--- config.mk ---
export PLATFORM = sky130hd
export DESIGN_NAME = ooo_issue_core
export DESIGN_NICKNAME = d
export VERILOG_FILES = /design/src/rv32i_types.sv /design/src/instr_decode.sv /design/src/instr_queue.sv /design/src/issue.sv /design/src/ooo_issue_core.sv /design/src/rob.sv /design/src/rs_execute.sv
export VERILOG_INCLUDE_DIRS = /design/src
export SDC_FILE = /design/constraint.sdc
export NUM_CORES = 1
export LEC_CHECK = 0
export ABC_CLOCK_PERIOD_IN_PS = 3050
export BUFFER_PORTS_ARGS = -buffer_cell sky130_fd_sc_hd__buf_2
export CAP_MARGIN = 20
export CORE_MARGIN = 1
export CORE_UTILIZATION = 35
export DETAILED_ROUTE_END_ITERATION = 8
export MAX_ROUTING_LAYER = met4
export SETUP_SLACK_MARGIN = 0.05
export SLEW_MARGIN = 25
export SYNTH_ARGS = -nofsm -noshare
export SYNTH_HDL_FRONTEND = slang
export SYNTH_SLANG_ARGS = --single-unit
--- constraint.sdc ---
create_clock -name clk -period 3.05 [get_ports clk]
set_input_delay 0 -clock clk [delete_from_list [all_inputs] [get_ports clk]]
set_output_delay 0 -clock clk [all_outputs]
set_load 0.1 [all_outputs]
--- src/ooo_consts.svh ---
`ifndef OOO_CONSTS_SVH
`define OOO_CONSTS_SVH

// funct7 that selects the M extension on reg_opcode
`define MULTIPLY_FUNCT7 7'b0000001

// buffer sizes
`define ROB_DEPTH 4
`define ROB_TAG_W 2
`define IQ_DEPTH 8
`define RS_DEPTH 2

// cycles from issue to done, per station
`define LAT_ALU 1
`define LAT_MUL 4
`define LAT_BRANCH 1
`define LAT_LOAD 3
`define LAT_STORE 2

`endif

--- src/rv32i_types.sv ---
package rv32i_types;

    // base opcodes handled by the issue stage
    typedef enum logic [6:0] {
        lui_opcode   = 7'b0110111,
        auipc_opcode = 7'b0010111,
        imm_opcode   = 7'b0010011,
        reg_opcode   = 7'b0110011,
        br_opcode    = 7'b1100011,
        jal_opcode   = 7'b1101111,
        jalr_opcode  = 7'b1100111,
        load_opcode  = 7'b0000011,
        store_opcode = 7'b0100011
    } rv32i_opcode_t;

    // one instruction word, seen as R-type or as S-type
    typedef union packed {
        struct packed {
            logic [6:0]    funct7;
            logic [4:0]    rs2;
            logic [4:0]    rs1;
            logic [2:0]    funct3;
            logic [4:0]    rd;
            rv32i_opcode_t opcode;
        } r_view;
        struct packed {
            logic [6:0]    imm_hi;
            logic [4:0]    rs2;
            logic [4:0]    rs1;
            logic [2:0]    funct3;
            logic [4:0]    imm_lo;
            rv32i_opcode_t opcode;
        } s_view;
    } rv32i_instr_t;

    // execution unit an instruction is sent to
    typedef enum logic [2:0] {
        unit_alu,
        unit_mul,
        unit_branch,
        unit_load,
        unit_store,
        unit_none
    } unit_class_t;

endpackage

--- src/instr_decode.sv ---
`timescale 1ns/1ps
`include "ooo_consts.svh"

module instr_decode (
    input  rv32i_types::rv32i_instr_t  word,
    output rv32i_types::rv32i_opcode_t opcode,
    output logic [6:0]                 funct7,
    output logic [4:0]                 rd,
    output rv32i_types::unit_class_t   unit
);
    import rv32i_types::*;

    // opcode sits in the same bits in both layouts
    always_comb begin
        if (word.s_view.opcode == store_opcode) begin
            opcode = word.s_view.opcode;
        end else begin
            opcode = word.r_view.opcode;
        end
    end

    assign funct7 = word.r_view.funct7;

    // class follows the routing in the issue logic
    always_comb begin
        rd   = word.r_view.rd;
        unit = unit_none;
        case (opcode)
            lui_opcode, auipc_opcode, imm_opcode: begin
                unit = unit_alu;
            end
            reg_opcode: begin
                unit = (funct7 == `MULTIPLY_FUNCT7) ? unit_mul : unit_alu;
            end
            br_opcode, jal_opcode, jalr_opcode: begin
                unit = unit_branch;
                // branches retire without a register write
                rd   = '0;
            end
            load_opcode: begin
                unit = unit_load;
            end
            store_opcode: begin
                unit = unit_store;
                // bits 11:7 are imm_lo here, not a destination
                rd   = '0;
            end
            default: begin
                unit = unit_none;
            end
        endcase
    end

endmodule

--- src/instr_queue.sv ---
`timescale 1ns/1ps
`include "ooo_consts.svh"

module instr_queue (
    input  logic                      clk,
    input  logic                      rst_n,
    input  logic                      push,
    input  rv32i_types::rv32i_instr_t push_word,
    input  logic                      pop,
    output rv32i_types::rv32i_instr_t head_word,
    output logic                      valid,
    output logic                      full
);
    import rv32i_types::*;

    localparam int PTR_W = $clog2(`IQ_DEPTH);
    localparam int CNT_W = $clog2(`IQ_DEPTH + 1);

    rv32i_instr_t     mem [`IQ_DEPTH];
    logic [PTR_W-1:0] wr_ptr;
    logic [PTR_W-1:0] rd_ptr;
    logic [CNT_W-1:0] count;
    logic             do_push;
    logic             do_pop;

    // pushes into a full queue are dropped
    assign do_push   = push && !full;
    assign do_pop    = pop && valid;
    assign valid     = (count != '0);
    assign full      = (count == CNT_W'(`IQ_DEPTH));
    assign head_word = mem[rd_ptr];

    always_ff @(posedge clk) begin
        if (do_push) begin
            mem[wr_ptr] <= push_word;
        end
    end

    always_ff @(posedge clk or negedge rst_n) begin
        if (!rst_n) begin
            wr_ptr <= '0;
            rd_ptr <= '0;
            count  <= '0;
        end else begin
            if (do_push) begin
                wr_ptr <= (wr_ptr == PTR_W'(`IQ_DEPTH - 1)) ? '0 : wr_ptr + 1'b1;
            end
            if (do_pop) begin
                rd_ptr <= (rd_ptr == PTR_W'(`IQ_DEPTH - 1)) ? '0 : rd_ptr + 1'b1;
            end
            // push and pop together leave the count as is
            case ({do_push, do_pop})
                2'b10:   count <= count + 1'b1;
                2'b01:   count <= count - 1'b1;
                default: count <= count;
            endcase
        end
    end

endmodule

--- src/issue.sv ---
`timescale 1ns/1ps
`include "ooo_consts.svh"

module issue (
    // instruction queue head
    input  logic                       instr_valid,
    input  logic                       instr_ready,
    input  rv32i_types::rv32i_opcode_t opcode,
    input  logic [6:0]                 funct7,
    // station occupancy
    input  logic                       alu_rs_full,
    input  logic                       mul_rs_full,
    input  logic                       branch_rs_full,
    input  logic                       load_rs_full,
    input  logic                       store_rs_full,
    // rob occupancy
    input  logic                       rob_full,
    // queue pop
    output logic                       instr_pop,
    // station strobes
    output logic                       alu_rs_issue,
    output logic                       mul_rs_issue,
    output logic                       branch_rs_issue,
    output logic                       load_rs_issue,
    output logic                       store_rs_issue,
    // rob allocate
    output logic                       rob_push,
    // scoreboard update
    output logic                       issue_valid
);
    import rv32i_types::*;

    logic head_ok;
    logic is_alu;
    logic is_mul;
    logic is_branch;
    logic is_load;
    logic is_store;

    // a head instruction may only leave when the rob has a slot
    assign head_ok = !rob_full && instr_valid && instr_ready;

    assign is_mul    = (opcode == reg_opcode) && (funct7 == `MULTIPLY_FUNCT7);
    assign is_alu    = (opcode == lui_opcode) || (opcode == auipc_opcode) ||
                       (opcode == imm_opcode) ||
                       ((opcode == reg_opcode) && (funct7 != `MULTIPLY_FUNCT7));
    assign is_branch = (opcode == br_opcode) || (opcode == jal_opcode) ||
                       (opcode == jalr_opcode);
    assign is_load   = (opcode == load_opcode);
    assign is_store  = (opcode == store_opcode);

    always_comb begin
        alu_rs_issue    = 1'b0;
        mul_rs_issue    = 1'b0;
        branch_rs_issue = 1'b0;
        load_rs_issue   = 1'b0;
        store_rs_issue  = 1'b0;
        if (head_ok) begin
            // the classes are disjoint, so at most one strobe fires
            if (is_alu && !alu_rs_full) begin
                alu_rs_issue = 1'b1;
            end
            if (is_mul && !mul_rs_full) begin
                mul_rs_issue = 1'b1;
            end
            if (is_branch && !branch_rs_full) begin
                branch_rs_issue = 1'b1;
            end
            if (is_load && !load_rs_full) begin
                load_rs_issue = 1'b1;
            end
            if (is_store && !store_rs_full) begin
                store_rs_issue = 1'b1;
            end
        end
    end

    // pop, rob allocate and scoreboard follow any strobe
    always_comb begin
        instr_pop   = alu_rs_issue || mul_rs_issue || branch_rs_issue ||
                      load_rs_issue || store_rs_issue;
        rob_push    = instr_pop;
        issue_valid = instr_pop;
    end

endmodule

--- src/ooo_issue_core.sv ---
`timescale 1ns/1ps
`include "ooo_consts.svh"

module ooo_issue_core (
    input  logic                      clk,
    input  logic                      rst_n,
    input  logic                      instr_push,
    input  rv32i_types::rv32i_instr_t instr_word,
    output logic                      iq_full,
    output logic                      alu_rs_issue,
    output logic                      mul_rs_issue,
    output logic                      branch_rs_issue,
    output logic                      load_rs_issue,
    output logic                      store_rs_issue,
    output logic                      issue_valid,
    output logic                      commit_valid,
    output logic [4:0]                commit_rd,
    output rv32i_types::unit_class_t  commit_class
);
    import rv32i_types::*;

    rv32i_instr_t          head_word;
    rv32i_opcode_t         opcode;
    unit_class_t           unit;
    logic [6:0]            funct7;
    logic [4:0]            rd;
    logic                  instr_valid;
    logic                  instr_ready;
    logic                  instr_pop;
    logic                  rob_push;
    logic                  rob_full;
    logic [`ROB_TAG_W-1:0] alloc_tag;
    logic                  alu_rs_full;
    logic                  mul_rs_full;
    logic                  branch_rs_full;
    logic                  load_rs_full;
    logic                  store_rs_full;
    logic [4:0]            done_valid;
    logic [`ROB_TAG_W-1:0] alu_done_tag;
    logic [`ROB_TAG_W-1:0] mul_done_tag;
    logic [`ROB_TAG_W-1:0] branch_done_tag;
    logic [`ROB_TAG_W-1:0] load_done_tag;
    logic [`ROB_TAG_W-1:0] store_done_tag;

    // no downstream stall on the queue head
    assign instr_ready = 1'b1;

    instr_queue u_iq (
        .clk(clk), .rst_n(rst_n), .push(instr_push), .push_word(instr_word), .pop(instr_pop),
        .head_word(head_word), .valid(instr_valid), .full(iq_full)
    );

    instr_decode u_decode (
        .word(head_word), .opcode(opcode), .funct7(funct7), .rd(rd), .unit(unit)
    );

    issue u_issue (
        .instr_valid(instr_valid), .instr_ready(instr_ready), .opcode(opcode), .funct7(funct7),
        .alu_rs_full(alu_rs_full), .mul_rs_full(mul_rs_full),
        .branch_rs_full(branch_rs_full), .load_rs_full(load_rs_full),
        .store_rs_full(store_rs_full), .rob_full(rob_full), .instr_pop(instr_pop),
        .alu_rs_issue(alu_rs_issue), .mul_rs_issue(mul_rs_issue),
        .branch_rs_issue(branch_rs_issue), .load_rs_issue(load_rs_issue),
        .store_rs_issue(store_rs_issue), .rob_push(rob_push), .issue_valid(issue_valid)
    );

    // done_valid bits run alu, mul, branch, load and store from bit 0 up
    rs_execute #(.LATENCY(`LAT_ALU)) u_alu_rs (
        .clk(clk), .rst_n(rst_n), .issue(alu_rs_issue), .issue_tag(alloc_tag),
        .full(alu_rs_full), .done(done_valid[0]), .done_tag(alu_done_tag)
    );

    rs_execute #(.LATENCY(`LAT_MUL)) u_mul_rs (
        .clk(clk), .rst_n(rst_n), .issue(mul_rs_issue), .issue_tag(alloc_tag),
        .full(mul_rs_full), .done(done_valid[1]), .done_tag(mul_done_tag)
    );

    rs_execute #(.LATENCY(`LAT_BRANCH)) u_branch_rs (
        .clk(clk), .rst_n(rst_n), .issue(branch_rs_issue), .issue_tag(alloc_tag),
        .full(branch_rs_full), .done(done_valid[2]), .done_tag(branch_done_tag)
    );

    rs_execute #(.LATENCY(`LAT_LOAD)) u_load_rs (
        .clk(clk), .rst_n(rst_n), .issue(load_rs_issue), .issue_tag(alloc_tag),
        .full(load_rs_full), .done(done_valid[3]), .done_tag(load_done_tag)
    );

    rs_execute #(.LATENCY(`LAT_STORE)) u_store_rs (
        .clk(clk), .rst_n(rst_n), .issue(store_rs_issue), .issue_tag(alloc_tag),
        .full(store_rs_full), .done(done_valid[4]), .done_tag(store_done_tag)
    );

    rob u_rob (
        .clk(clk), .rst_n(rst_n), .push(rob_push), .push_rd(rd), .push_class(unit),
        .alloc_tag(alloc_tag), .full(rob_full), .done_valid(done_valid),
        .done_tag0(alu_done_tag), .done_tag1(mul_done_tag), .done_tag2(branch_done_tag),
        .done_tag3(load_done_tag), .done_tag4(store_done_tag),
        .commit_valid(commit_valid), .commit_rd(commit_rd), .commit_class(commit_class)
    );

endmodule

--- src/rob.sv ---
`timescale 1ns/1ps
`include "ooo_consts.svh"

module rob (
    input  logic                     clk,
    input  logic                     rst_n,
    input  logic                     push,
    input  logic [4:0]               push_rd,
    input  rv32i_types::unit_class_t push_class,
    output logic [`ROB_TAG_W-1:0]    alloc_tag,
    output logic                     full,
    input  logic [4:0]               done_valid,
    input  logic [`ROB_TAG_W-1:0]    done_tag0,
    input  logic [`ROB_TAG_W-1:0]    done_tag1,
    input  logic [`ROB_TAG_W-1:0]    done_tag2,
    input  logic [`ROB_TAG_W-1:0]    done_tag3,
    input  logic [`ROB_TAG_W-1:0]    done_tag4,
    output logic                     commit_valid,
    output logic [4:0]               commit_rd,
    output rv32i_types::unit_class_t commit_class
);
    import rv32i_types::*;

    localparam int CNT_W = $clog2(`ROB_DEPTH + 1);

    logic [4:0]            entry_rd    [`ROB_DEPTH];
    unit_class_t           entry_class [`ROB_DEPTH];
    logic [`ROB_DEPTH-1:0] entry_busy;
    logic [`ROB_DEPTH-1:0] entry_done;
    logic [`ROB_TAG_W-1:0] head_ptr;
    logic [`ROB_TAG_W-1:0] tail_ptr;
    logic [CNT_W-1:0]      count;
    logic [`ROB_TAG_W-1:0] done_tags [5];
    logic                  head_hit;
    logic                  do_push;
    logic                  do_commit;

    assign done_tags[0] = done_tag0;
    assign done_tags[1] = done_tag1;
    assign done_tags[2] = done_tag2;
    assign done_tags[3] = done_tag3;
    assign done_tags[4] = done_tag4;

    assign alloc_tag = tail_ptr;
    assign full      = (count == CNT_W'(`ROB_DEPTH));
    assign do_push   = push && !full;

    // head can retire on the edge that sets its done bit
    always_comb begin
        head_hit = 1'b0;
        for (int i = 0; i < 5; i++) begin
            if (done_valid[i] && (done_tags[i] == head_ptr)) begin
                head_hit = 1'b1;
            end
        end
    end

    assign do_commit = entry_busy[head_ptr] && (entry_done[head_ptr] || head_hit);

    // pointers wrap with the tag width
    always_ff @(posedge clk or negedge rst_n) begin
        if (!rst_n) begin
            entry_busy   <= '0;
            entry_done   <= '0;
            head_ptr     <= '0;
            tail_ptr     <= '0;
            count        <= '0;
            commit_valid <= 1'b0;
        end else begin
            for (int i = 0; i < 5; i++) begin
                if (done_valid[i]) begin
                    entry_done[done_tags[i]] <= 1'b1;
                end
            end
            if (do_commit) begin
                entry_busy[head_ptr] <= 1'b0;
                entry_done[head_ptr] <= 1'b0;
                head_ptr             <= head_ptr + 1'b1;
            end
            if (do_push) begin
                entry_busy[tail_ptr] <= 1'b1;
                entry_done[tail_ptr] <= 1'b0;
                tail_ptr             <= tail_ptr + 1'b1;
            end
            commit_valid <= do_commit;
            case ({do_push, do_commit})
                2'b10:   count <= count + 1'b1;
                2'b01:   count <= count - 1'b1;
                default: count <= count;
            endcase
        end
    end

    always_ff @(posedge clk) begin
        if (do_push) begin
            entry_rd[tail_ptr]    <= push_rd;
            entry_class[tail_ptr] <= push_class;
        end
        if (do_commit) begin
            commit_rd    <= entry_rd[head_ptr];
            commit_class <= entry_class[head_ptr];
        end
    end

endmodule

--- src/rs_execute.sv ---
`timescale 1ns/1ps
`include "ooo_consts.svh"

module rs_execute #(
    parameter int LATENCY = 1
) (
    input  logic                  clk,
    input  logic                  rst_n,
    input  logic                  issue,
    input  logic [`ROB_TAG_W-1:0] issue_tag,
    output logic                  full,
    output logic                  done,
    output logic [`ROB_TAG_W-1:0] done_tag
);
    localparam int CNT_W = $clog2(`RS_DEPTH + 1);

    logic [LATENCY-1:0]    stage_valid;
    logic [`ROB_TAG_W-1:0] stage_tag [LATENCY];
    logic [CNT_W-1:0]      count;

    // last stage is the completion
    assign done     = stage_valid[LATENCY-1];
    assign done_tag = stage_tag[LATENCY-1];
    assign full     = (count == CNT_W'(`RS_DEPTH));

    // valid bits move one stage per cycle
    always_ff @(posedge clk or negedge rst_n) begin
        if (!rst_n) begin
            stage_valid <= '0;
        end else begin
            stage_valid[0] <= issue;
            for (int i = 1; i < LATENCY; i++) begin
                stage_valid[i] <= stage_valid[i-1];
            end
        end
    end

    // tags travel alongside
    always_ff @(posedge clk) begin
        stage_tag[0] <= issue_tag;
        for (int i = 1; i < LATENCY; i++) begin
            stage_tag[i] <= stage_tag[i-1];
        end
    end

    // in-flight count with issue and done allowed in one cycle
    always_ff @(posedge clk or negedge rst_n) begin
        if (!rst_n) begin
            count <= '0;
        end else begin
            case ({issue, done})
                2'b10:   count <= count + 1'b1;
                2'b01:   count <= count - 1'b1;
                default: count <= count;
            endcase
        end
    end

endmodule

======== Yosys cells after proc, flatten, opt, wreduce, memory -nomap -nowiden ========
Memories as Yosys holds them, arrays and structs flattened. A register that Yosys moved wholly into a read port is not among the register bits.
Cells that the tools add are included.
storage, ports and cells
  input bits .............................. 35
  memory bits (read-only) ................. 0
  memories ................................ 8
  logic and storage cells ................. 219
  memory bits (writable) .................. 310
  bits in latches ......................... 0
  bits in registers ....................... 47
  output and inout bits ................... 16
memories
  name                  words  bits a word  rd ports  clocked after Yosys merged registers in  wr ports  line               text
  u_iq.mem              8      32           1         0                                        1         instr_queue.sv:19  rv32i_instr_t mem [`IQ_DEPTH];
  u_rob.entry_rd        4      5            1         1                                        1         rob.sv:26          logic [4:0] entry_rd [`ROB_DEPTH];
  u_rob.entry_class     4      3            1         1                                        1         rob.sv:27          unit_class_t entry_class [`ROB_DEPTH];
  u_mul_rs.stage_tag    4      2            4         0                                        4         rs_execute.sv:18   logic [`ROB_TAG_W-1:0] stage_tag [LATENCY];
  u_load_rs.stage_tag   3      2            3         0                                        3         rs_execute.sv:18
  u_store_rs.stage_tag  2      2            2         0                                        2         rs_execute.sv:18
  2 more memories       -      -            -         -                                        -         -
cells by class
  multiplexer cells ....................... 58
  equality and inequality tests ........... 39
  bitwise logic cells ..................... 11
  $mul .................................... 0
  divide/modulo/power cells ............... 0
  shift operators ......................... 0
  reductions and logical operators ........ 52
  $add $sub $neg .......................... 18
  magnitude comparators ................... 14
operator list
  kind                                                                count
  2-to-1 mux 4 bit                                                    9
  2-to-1 mux 1 bit                                                    29
  equality test 2 bit (second input constant)                         12
  logical AND 1 bit                                                   24
  OR 4 bit                                                            6
  equality test 7 x 6 -> 1 bit (second input constant)                3
  equality test 7 bit (second input constant)                         3
  < comparator 2 x 3 -> 1 bit (second input constant)                 7
  one-hot mux 2 bit (2 select lines)                                  5
  one-hot mux 3 bit (5 select lines)                                  1
  adder 2 x 1 -> 2 bit (second input constant)                        7
  demux 1 bit (select 2 bit)                                          7
  equality test 2 x 1 -> 1 bit (second input constant)                7
  equality test 7 x 5 -> 1 bit (second input constant)                2
  greater-or-equal comparator 2 x 1 -> 1 bit (second input constant)  7
  nonzero test 2 bit                                                  7
  AND 4 bit                                                           3
  equality test 2 bit                                                 5
  logical OR 1 bit                                                    10
  subtractor 2 x 1 -> 2 bit (second input constant)                   5
  adder 3 x 1 -> 3 bit (second input constant)                        3
  equality test 3 bit (second input constant)                         3
  NOT 4 bit                                                           2
  one-hot mux 4 bit (2 select lines)                                  1
  other kinds (15)                                                    24

======== Depth between registers and ports, before layout ========
Gate-level depths: netlist of run 1.
An unclocked memory read counts as a cell.
  depth in word-level cells ............... 19
  gate-level depth with buffers ........... 16
  mapped depth without buffers ............ 13

======== Hierarchy ========
A second synthesis of run 1 with hierarchy kept.
second synthesis, totals
  cells, all modules ...................... 755
  area, all modules ....................... 14587.7 µm²
by module, submodules not included
  module                      cells each  seq. area each (µm²)  area each (µm²)  times used
  instr_queue                 437         7937.6                10279.9          1
  rob                         169         1601.5                2571.2           1
  rs_execute at u_mul_rs      21          310.3                 365.4            1
  rs_execute at u_alu_rs ...  12          115.1                 170.2            2
  rs_execute at u_load_rs     20          245.2                 315.3            1
  instr_decode                40          0.0                   292.8            1
  rs_execute at u_store_rs    17          180.2                 250.2            1
  issue                       26          0.0                   168.9            1
  ooo_issue_core              1           0.0                   3.8              1

======== Worst setup path before layout of run 1 ========
No wires, ideal clock.
  path type ............................... reg-to-reg
  from .................................... register u_iq.rd_ptr[0]
  to ...................................... register u_iq.count[3]
  library setup time ...................... 0.125 ns
  stages on the path, launching flop included .. 16
  clock period less this slack ............ 3.256 ns
  data required time ...................... 2.925 ns
  data arrival time ....................... 3.130 ns
  buffers on the path ..................... 2
  path slack .............................. -0.206 ns
  cell sequence ........................... dfrtp_1 > buf_6 > mux4_2 > mux2i_2 > nand3_1 > nor3_4 > o2111ai_2 > nand4_4 > buf_6 > ha_1 > ha_1 > a21o_1 > a21oi_1 > xnor2_1 > nor2_1 > xor2_1
between the ends
  longest elaborated chain between the ends .. 15
  elaborated cells between the ends (all ways) .. 43
  those cells by class .................... eq/ne (13); mux (11); reduce/logical (18); memory (1)
ends and longest elaborated chain
  what                                                                                 line               text
  start: declaration                                                                   instr_queue.sv:21  logic [PTR_W-1:0] rd_ptr;
  start signal: assignment                                                             instr_queue.sv:49  rd_ptr <= (rd_ptr == PTR_W'(`IQ_DEPTH - 1)) ? '0 : rd_ptr + 1'b1;
  memory (8 x 32 bit) (*)                                                              -
  equality test 7 x 6 -> 1 bit / equality test 7 x 5 -> 1 bit (equally long branches)  issue.sv:44        assign is_alu = (opcode == lui_opcode) || (opcode == auipc_opcode) ||
  logical OR 1 bit (3 in a row)                                                        issue.sv:44
  logical AND 1 bit                                                                    issue.sv:60        if (is_alu && !alu_rs_full) begin
  2-to-1 mux 1 bit                                                                     issue.sv:60
  2-to-1 mux 1 bit                                                                     issue.sv:58        if (head_ok) begin
  logical OR 1 bit (3 in a row)                                                        issue.sv:80        instr_pop = alu_rs_issue || mul_rs_issue || branch_rs_issue ||
  logical OR 1 bit (*)                                                                 issue.sv:81        load_rs_issue || store_rs_issue;
  logical AND 1 bit (*)                                                                instr_queue.sv:28  assign do_pop = pop && valid;
  via u_iq.do_pop                                                                      instr_queue.sv:24  logic do_pop;
  equality test 2 x 1 -> 1 bit / equality test 2 bit (equally long branches)           instr_queue.sv:52  case ({do_push, do_pop})
  one-hot mux 4 bit (2 select lines) / nonzero test 2 bit (equally long branches)      -
  end signal: assignment                                                               instr_queue.sv:53  2'b10: count <= count + 1'b1;
  end signal: assignment                                                               instr_queue.sv:54  2'b01: count <= count - 1'b1;
  end signal: assignment                                                               instr_queue.sv:55  default: count <= count;
  end: declaration                                                                     instr_queue.sv:22  logic [CNT_W-1:0] count;
Mark *: on every way through the listed nets, which the timed path passes. The rest lies on a longest branch.
A chain may end at the register's enable or synchronous reset.

======== Worst setup path after layout of run 1 ========
  from .................................... register u_iq.rd_ptr[0]
  to ...................................... register u_iq.count[3]
between the ends
  longest elaborated chain between the ends .. 15
  elaborated cells between the ends (all ways) .. 43
  those cells by class .................... eq/ne (13); mux (11); reduce/logical (18); memory (1)
ends and longest elaborated chain
  what                                                                                 line
  memory (8 x 32 bit) (*)                                                              -
  equality test 7 x 6 -> 1 bit / equality test 7 x 5 -> 1 bit (equally long branches)  issue.sv:44
  logical OR 1 bit (3 in a row)                                                        issue.sv:44
  logical AND 1 bit                                                                    issue.sv:60
  2-to-1 mux 1 bit                                                                     issue.sv:60
  2-to-1 mux 1 bit                                                                     issue.sv:58
  logical OR 1 bit (3 in a row)                                                        issue.sv:80
  logical OR 1 bit (*)                                                                 issue.sv:81
  logical AND 1 bit (*)                                                                instr_queue.sv:28
  equality test 2 x 1 -> 1 bit / equality test 2 bit (equally long branches)           instr_queue.sv:52
  one-hot mux 4 bit (2 select lines) / nonzero test 2 bit (equally long branches)      -
Mark *: on every way between the ends. The rest lies on a longest branch, timed or not.

==> results.sh, run 1 <==
export IMPL_outcome="finished, violations left"
export IMPL_violations="setup timing"
export IMPL_setup_violations_final=6
export IMPL_die_height_um=169.0
export IMPL_p_leak_nw=4.422
export IMPL_final_area_um2=12280
export IMPL_synth_ff_type="edfxtp_1"
export IMPL_finalMaxSlewViolations=0
export IMPL_rsz0062_at_grt="true"
export IMPL_vias=5163
export IMPL_ios=51
export IMPL_relSlewSlack_pct=51.12
export IMPL_die_area_um2=28560
export IMPL_area_growth_pct=25.76
export IMPL_syn_avg_cell_area_um2=17.68
export IMPL_antenna_cells=0
export IMPL_grt_pass1_vias=5377
export IMPL_hold_class="input pin to asynchronous set/reset pin"
export IMPL_yosysWarnings=0
export IMPL_maxCapViolCount=0
export IMPL_routed_wl_um=19080
export IMPL_synth_distinct_cells=54
export IMPL_crit_fanout=7
export IMPL_num_rows=60
export IMPL_cts_root_buf="clkbuf_16"
export IMPL_arrival_ns=3.61
export IMPL_tritoncts="done"
export IMPL_final_period_utilization_pct=104.7
export IMPL_crit_path_end_kind="flip-flop"
export IMPL_gp_congestion=0.8259
export IMPL_antenna_found_initial=0
export IMPL_tightest_slew_ns=0.7333
export IMPL_grt_max_degree=32
export IMPL_synthesis_area_um2=9762
export IMPL_grt_pass1_wl_um=29700
export IMPL_post_dp_hpwl_um=12010
export IMPL_die_width_um=169.0
export IMPL_htree_levels=1
export IMPL_worstSetupPathType="flip-flop to flip-flop"
export IMPL_peakVddDrop_mv=0.5639
export IMPL_port_buffers=37
export IMPL_fmax_mhz=313.1
export IMPL_clk_path_buf_depth=3
export IMPL_place_area_um2=10870
export IMPL_post_route_util_pct=45.18
export IMPL_drc=0
export IMPL_synth_fp_nets=610
export IMPL_hold_violations=0
export IMPL_clk_pin_slew_ns=0.06
export IMPL_vias_per_cell=4.816
export IMPL_clock_skew_final_ns=0.01873
export IMPL_drt_iter0_drc=299
export IMPL_startpoint_type="flip-flop"
export IMPL_finalNetCount=739
export IMPL_cts_sinks=247
export IMPL_first_pass_iters=5
export IMPL_yosysSeqAreaShare_pct=72.75
export IMPL_period_minus_slack_ns=3.194
export IMPL_power_density_nw_per_um2=1007
export IMPL_cts_buffers_inserted=25
export IMPL_setup_ws_ns=-0.1435
export IMPL_cp_required_ns=3.46
export IMPL_synth_edf_count=192
export IMPL_clk_latency_ns=0.53
export IMPL_layout_drive_gt1_share_pct=31.43
export IMPL_yosys_register_bits=247
export IMPL_grt_usage_pct=14.11
export IMPL_r2r_cells=15
export IMPL_grt_overflow=0
export IMPL_initial_core_util_pct=35.92
export IMPL_core_um2=27180
export IMPL_synthCells=552
export IMPL_wl_per_cell_um=17.80
export IMPL_synthArstFlopShare_pct=19.03
export IMPL_drtAntennaViolNets=0
cells in the mapped netlist, types with 4 or more instances:
cell | instances | share of area (%)
a31oi_1 | 6 | 0.38
o21ai_0 | 7 | 0.36
buf_2 | 5 | 0.26
a222oi_1 | 4 | 0.41
nor4_1 | 10 | 0.64
nand2_1 | 27 | 1.0
nand2b_1 | 5 | 0.32
xor2_1 | 10 | 0.90
nor3_1 | 9 | 0.46
nand3_1 | 9 | 0.46
inv_1 | 23 | 0.88
dfxtp_1 | 8 | 1.6
nand4_1 | 6 | 0.38
edfxtp_1 | 192 | 59
mux4_2 | 30 | 6.9
mux2_1 | 4 | 0.46
dfrtp_1 | 47 | 12
nor2_1 | 30 | 1.2
mux2i_1 | 9 | 0.92
ha_1 | 21 | 2.7
and2_1 | 4 | 0.26
a21o_1 | 4 | 0.31
xnor2_1 | 20 | 1.8
a22o_1 | 4 | 0.36
buf_6 | 5 | 0.58
nor2b_1 | 4 | 0.26
mux2_2 | 4 | 0.46
a21oi_1 | 7 | 0.36
where the power goes:
| group | leakage [nW] | switching [mW] | internal [mW] | total [mW] |
|---|---|---|---|---|
| logic | 1.60 | 2.45 | 1.89 | 4.35 |
| clock network | 0.415 | 1.27 | 1.85 | 3.12 |
| registers | 2.41 | 0.417 | 4.49 | 4.90 |
| total | 4.42 | 4.14 | 8.23 | 12.4 |
routing by layer:
metal	GRT usage (%)	vias up	part of all wire, %	wire (um)
met5	-	-	0	0
li1	-	2393	-	-
met3	2.642	31	4.3	821
met4	3.525	0	1.9	368
met2	24.16	96	50	9610
met1	17.25	2643	43	8281
cell type report:
cell class / count / area, um2
Clock buffer: 32 / 681.9
Sequential cell: 247 / 7106
Clock inverter: 14 / 170.2
Fill cell: 2373 / 14900
Timing Repair Buffer: 116 / 1042
Multi-Input combinational cell: 267 / 2716
Tap cell: 372 / 465.4
Inverter: 24 / 95.09
final timing paths:
check / startpoint / endpoint / slack [ns]
min in group clk: instr_push / u_iq.wr_ptr[0] / 0.14
max: u_iq.rd_ptr[0] / u_iq.count[3] / -0.14
max reg2reg: u_iq.rd_ptr[0] / u_iq.count[3] / -0.14
max in group asynchronous: rst_n / u_load_rs.stage_valid[2] / 2.26
min reg2reg: u_load_rs.stage_valid[0] / u_load_rs.stage_valid[1] / 0.35
min: rst_n / u_rob.entry_busy[1] / 0.07
worst max-delay path, cell delays in order, from the launching register on:
cell	delay [ns]
dfrtp_4	0.50
buf_8	0.16
buf_12	0.14
nand3b_1	0.18
nand3_1	0.15
o2111ai_4	0.22
nor3_4	0.36
o2111ai_4	0.17
nand4_4	0.17
ha_4	0.17
ha_4	0.19
a21o_1	0.16
a21oi_2	0.15
xnor2_1	0.14
nor2_1	0.07
xor2_1	0.13
sequential cells by signal (all words and copies together) (netlist names), 4 cells and up:
name,cells
u_iq.mem,152
u_rob.entry_rd,20
u_rob.entry_class,12
u_mul_rs.stage_tag,5
u_rob.commit_rd,5
u_iq.count,4
u_mul_rs.stage_valid,4
u_rob.entry_busy,4
u_rob.entry_done,4
cells by family after synthesis:
| logic type | after synthesis | share of synthesized area [%] |
|---|---|---|
| adder cells (fa/ha/maj) | 23 | 3.102 |
| multiplexers | 49 | 9.139 |
| XOR/XNOR | 30 | 2.692 |
| AND/OR/NAND/NOR | 122 | 6.960 |
| buffers and inverters | 38 | 1.910 |
| flip-flops | 247 | 72.75 |
| AO/OA/AOI/OAI | 43 | 3.448 |
cells in the final DEF, fill, tap and decap left out, types with 5 or more instances in the layout:
master	netlist	layout
buf_12	0	13
mux4_2	30	30
buf_4	0	47
edfxtp_1	192	192
nand2b_1	5	5
xor2_1	10	10
nand4_1	6	6
dfxtp_1	8	8
nand2_1	27	26
nand3_1	9	7
nor3_1	9	5
buf_2	5	31
a21oi_1	7	6
inv_1	23	16
nor2_1	30	27
clkbuf_16	0	26
dlygate4sd3_1	0	20
dfrtp_1	47	46
mux2i_1	9	7
xnor2_1	20	19
nor4_1	10	9
inv_2	1	6
ha_1	21	16
nor3_2	1	5
a31oi_1	6	5
stage by stage:
stage          hold WS (ns)  worst slack (ns)  instances  power (mW)  TNS [ns]
2_1_floorplan       -0.2956           -0.1361        552       7.656    -1.169
3_3_place_gp        0.08222           -0.1869        986       8.669   -0.3101
3_5_place_dp         0.1144           -0.2943        986       8.842    -1.958
4_1_cts             0.07157           -0.1818       1065       12.29   -0.5369
5_1_grt              0.1409           -0.2640       1072       12.98    -1.467
6_report            0.07244           -0.1435       1072       12.37   -0.5801
what timing repair did:
action                                  4_1_cts  5_1_grt
endpoints found under the setup margin       44       45
hold buffers                                 20        0
pin swaps                                    17        9
setup buffers                                13        6
endpoints found under the hold margin       182        0
gates cloned                                  0        1
gates resized for setup                      25       15
Note: power is estimated with default switching activity, not from simulation.
==> run 2: changes to the inputs <==
--- a/config.mk
+++ b/config.mk
@@ -11,6 +11,7 @@
 export CAP_MARGIN = 20
 export CORE_MARGIN = 1
 export CORE_UTILIZATION = 35
+export CTS_BUF_LIST = sky130_fd_sc_hd__clkbuf_4
 export DETAILED_ROUTE_END_ITERATION = 8
 export MAX_ROUTING_LAYER = met4
 export SETUP_SLACK_MARGIN = 0.05
==> run 2 against run 1 <==
The flow still finishes with violations (setup timing). Critical path depth decreased by 1. Total power decreased by 5.5%. Wire length is 0.89% higher. Cell count up 5.6%. First-iteration DRC count increased by 7.4%. Combinational power is 2% lower. Critical endpoint unchanged. Largest cell class unchanged.
==> results.sh, run 2 (same netlist as run 1, synthesis figures left out) <==
export IMPL_drc=0
export IMPL_clk_latency_ns=0.68
export IMPL_final_area_um2=12120
export IMPL_clock_skew_final_ns=0.06741
export IMPL_largestRegisters="u_iq.mem x152, u_rob.entry_rd x20, u_rob.entry_class x12"
export IMPL_hold_violations=0
export IMPL_rsz0062_at_grt="true"
export IMPL_vias=5331
export IMPL_setup_violations_final=6
export IMPL_startpoint_type="flip-flop"
export IMPL_layout_drive_gt1_share_pct=35.13
export IMPL_clk_pin_slew_ns=0.07
export IMPL_outcome="finished, violations left"
export IMPL_cts_buffers_inserted=58
export IMPL_place_area_um2=10870
export IMPL_period_minus_slack_ns=3.195
export IMPL_layout_commonest_cell="edfxtp_1"
export IMPL_post_route_util_pct=44.59
export IMPL_post_dp_hpwl_um=12010
export IMPL_top_register="u_iq.mem"
export IMPL_grt_overflow=0
export IMPL_p_leak_nw=4.436
export IMPL_ios=51
export IMPL_largest_reg_flops=152
export IMPL_antenna_found_initial=0
export IMPL_cts_sinks=247
export IMPL_hold_class="input pin to flip-flop"
export IMPL_die_width_um=169.0
export IMPL_wl_per_cell_um=17.01
export IMPL_routed_wl_um=19250
export IMPL_final_period_utilization_pct=104.7
export IMPL_crit_fanout=5
export IMPL_cts_root_buf="clkbuf_4"
export IMPL_setup_ws_ns=-0.1448
export IMPL_drtAntennaViolNets=0
export IMPL_grt_usage_pct=14.47
export IMPL_port_buffers=37
export IMPL_clk_path_buf_depth=3
export IMPL_grt_pass1_vias=5740
export IMPL_die_area_um2=28560
export IMPL_peakVddDrop_mv=0.5477
export IMPL_tritoncts="done"
export IMPL_die_height_um=169.0
export IMPL_grt_pass1_wl_um=30330
export IMPL_finalNetCount=774
export IMPL_crit_path_end_kind="flip-flop"
export IMPL_first_pass_iters=6
export IMPL_finalMaxSlewViolations=0
export IMPL_fmax_mhz=313.0
export IMPL_layout_common_cells="edfxtp_1, clkbuf_4, buf_4, dfrtp_1, buf_2"
export IMPL_gp_congestion=0.8259
export IMPL_fillers=2423
export IMPL_tightest_slew_ns=0.5157
export IMPL_violations="setup timing"
export IMPL_relSlewSlack_pct=65.62
export IMPL_core_um2=27180
export IMPL_cp_required_ns=3.58
export IMPL_num_rows=60
export IMPL_arrival_ns=3.72
export IMPL_drt_iter0_drc=321
export IMPL_vias_per_cell=4.709
export IMPL_worstSetupPathType="flip-flop to flip-flop"
export IMPL_area_growth_pct=24.14
export IMPL_antenna_cells=0
export IMPL_setup_tns_ns=-0.4807
export IMPL_maxCapViolCount=0
export IMPL_initial_core_util_pct=35.92
export IMPL_power_density_nw_per_um2=964.5
export IMPL_grt_max_degree=31
export IMPL_htree_levels=2
==> run 2: cell count changes in the layout (fill, tap and decap cells not counted), moves of 3 or more <==
| cell | before | now |
|---|---|---|
| clkbuf_4 | 0 | 85 |
| clkbuf_16 | 26 | 0 |
| clkinv_1 | 2 | 16 |
| buf_6 | 3 | 7 |
| clkbuf_1 | 4 | 0 |
| bufinv_16 | 3 | 0 |
| clkbuf_8 | 3 | 0 |
| clkinv_2 | 4 | 1 |
==> run 2: power breakdown <==
part	leakage [nW]	total, mW	internal [mW]	switching, mW
Combinational	1.60	4.28	1.87	2.41
Clock	0.429	2.51	1.28	1.23
Sequential	2.41	4.90	4.49	0.417
==> run 2: per-stage QoR <==
stage | hold WS [ns] | instances | power (mW) | worst slack, ns
floorplan | -0.2956 | 552 | 7.656 | -0.1361
global placement | 0.08222 | 986 | 8.669 | -0.1869
detailed placement | 0.1144 | 986 | 8.842 | -0.2943
CTS | 0.07533 | 1123 | 11.64 | -0.1985
global route | 0.1072 | 1132 | 12.37 | -0.2800
finish | 0.1374 | 1132 | 11.69 | -0.1448
==> run 2: repair_timing <==
action / 4_1_cts / 5_1_grt
cloned: 0 / 0
buffers inserted: 10 / 9
endpoints found under the hold margin: 202 / 0
endpoints found under the setup margin: 45 / 44
hold buffers: 23 / 0
resized for setup: 21 / 17
pin swaps: 10 / 10
==> run 2: final cells by class <==
type,count,area (um2),area share [%]
Tap cell,372,465.4,3.841
Clock inverter,19,82.58,0.6815
Multi-Input combinational cell,267,2683,22.14
Timing Repair Buffer,118,1040,8.580
Inverter,24,102.6,0.8467
Sequential cell,247,7107,58.65
Clock buffer,85,638.1,5.266
==> run 2: worst paths after layout <==
check | start | endpoint | slack, ns | cells after the start
setup / recovery | u_iq.rd_ptr[0] | u_iq.count[3] | -0.14 | 14
hold / removal | instr_word[2] | u_iq.mem[4][2] | 0.14 | 2
setup reg to reg | u_iq.rd_ptr[0] | u_iq.count[3] | -0.14 | 14
hold reg to reg | u_load_rs.stage_valid[1] | u_load_rs.stage_valid[2] | 0.34 | 0
max in group asynchronous | rst_n | u_mul_rs.stage_valid[1] | 2.35 | 4
min in group asynchronous | rst_n | u_iq.rd_ptr[2] | 0.43 | 4
==> run 2: critical path, stage by stage (launching register included) <==
cell and delay [ns]:
dfrtp_4 0.46, buf_6 0.14, mux4_2 0.54, mux2i_4 0.19
nand3_2 0.12, nor3_4 0.25, o2111ai_4 0.18, nand4_4 0.14
ha_4 0.17, ha_4 0.19, a21o_1 0.16, a21oi_2 0.15
xnor2_1 0.14, nor2_1 0.08, xor2_1 0.13
==> run 2: routing by layer <==
layer | GRT usage (%) | routed length (um) | vias up
li1 | - | - | 2501
met5 | - | 0 | -
met3 | 3.086 | 813 | 32
met4 | 5.014 | 280 | 0
met1 | 16.93 | 8264 | 2673
met2 | 24.72 | 9893 | 125
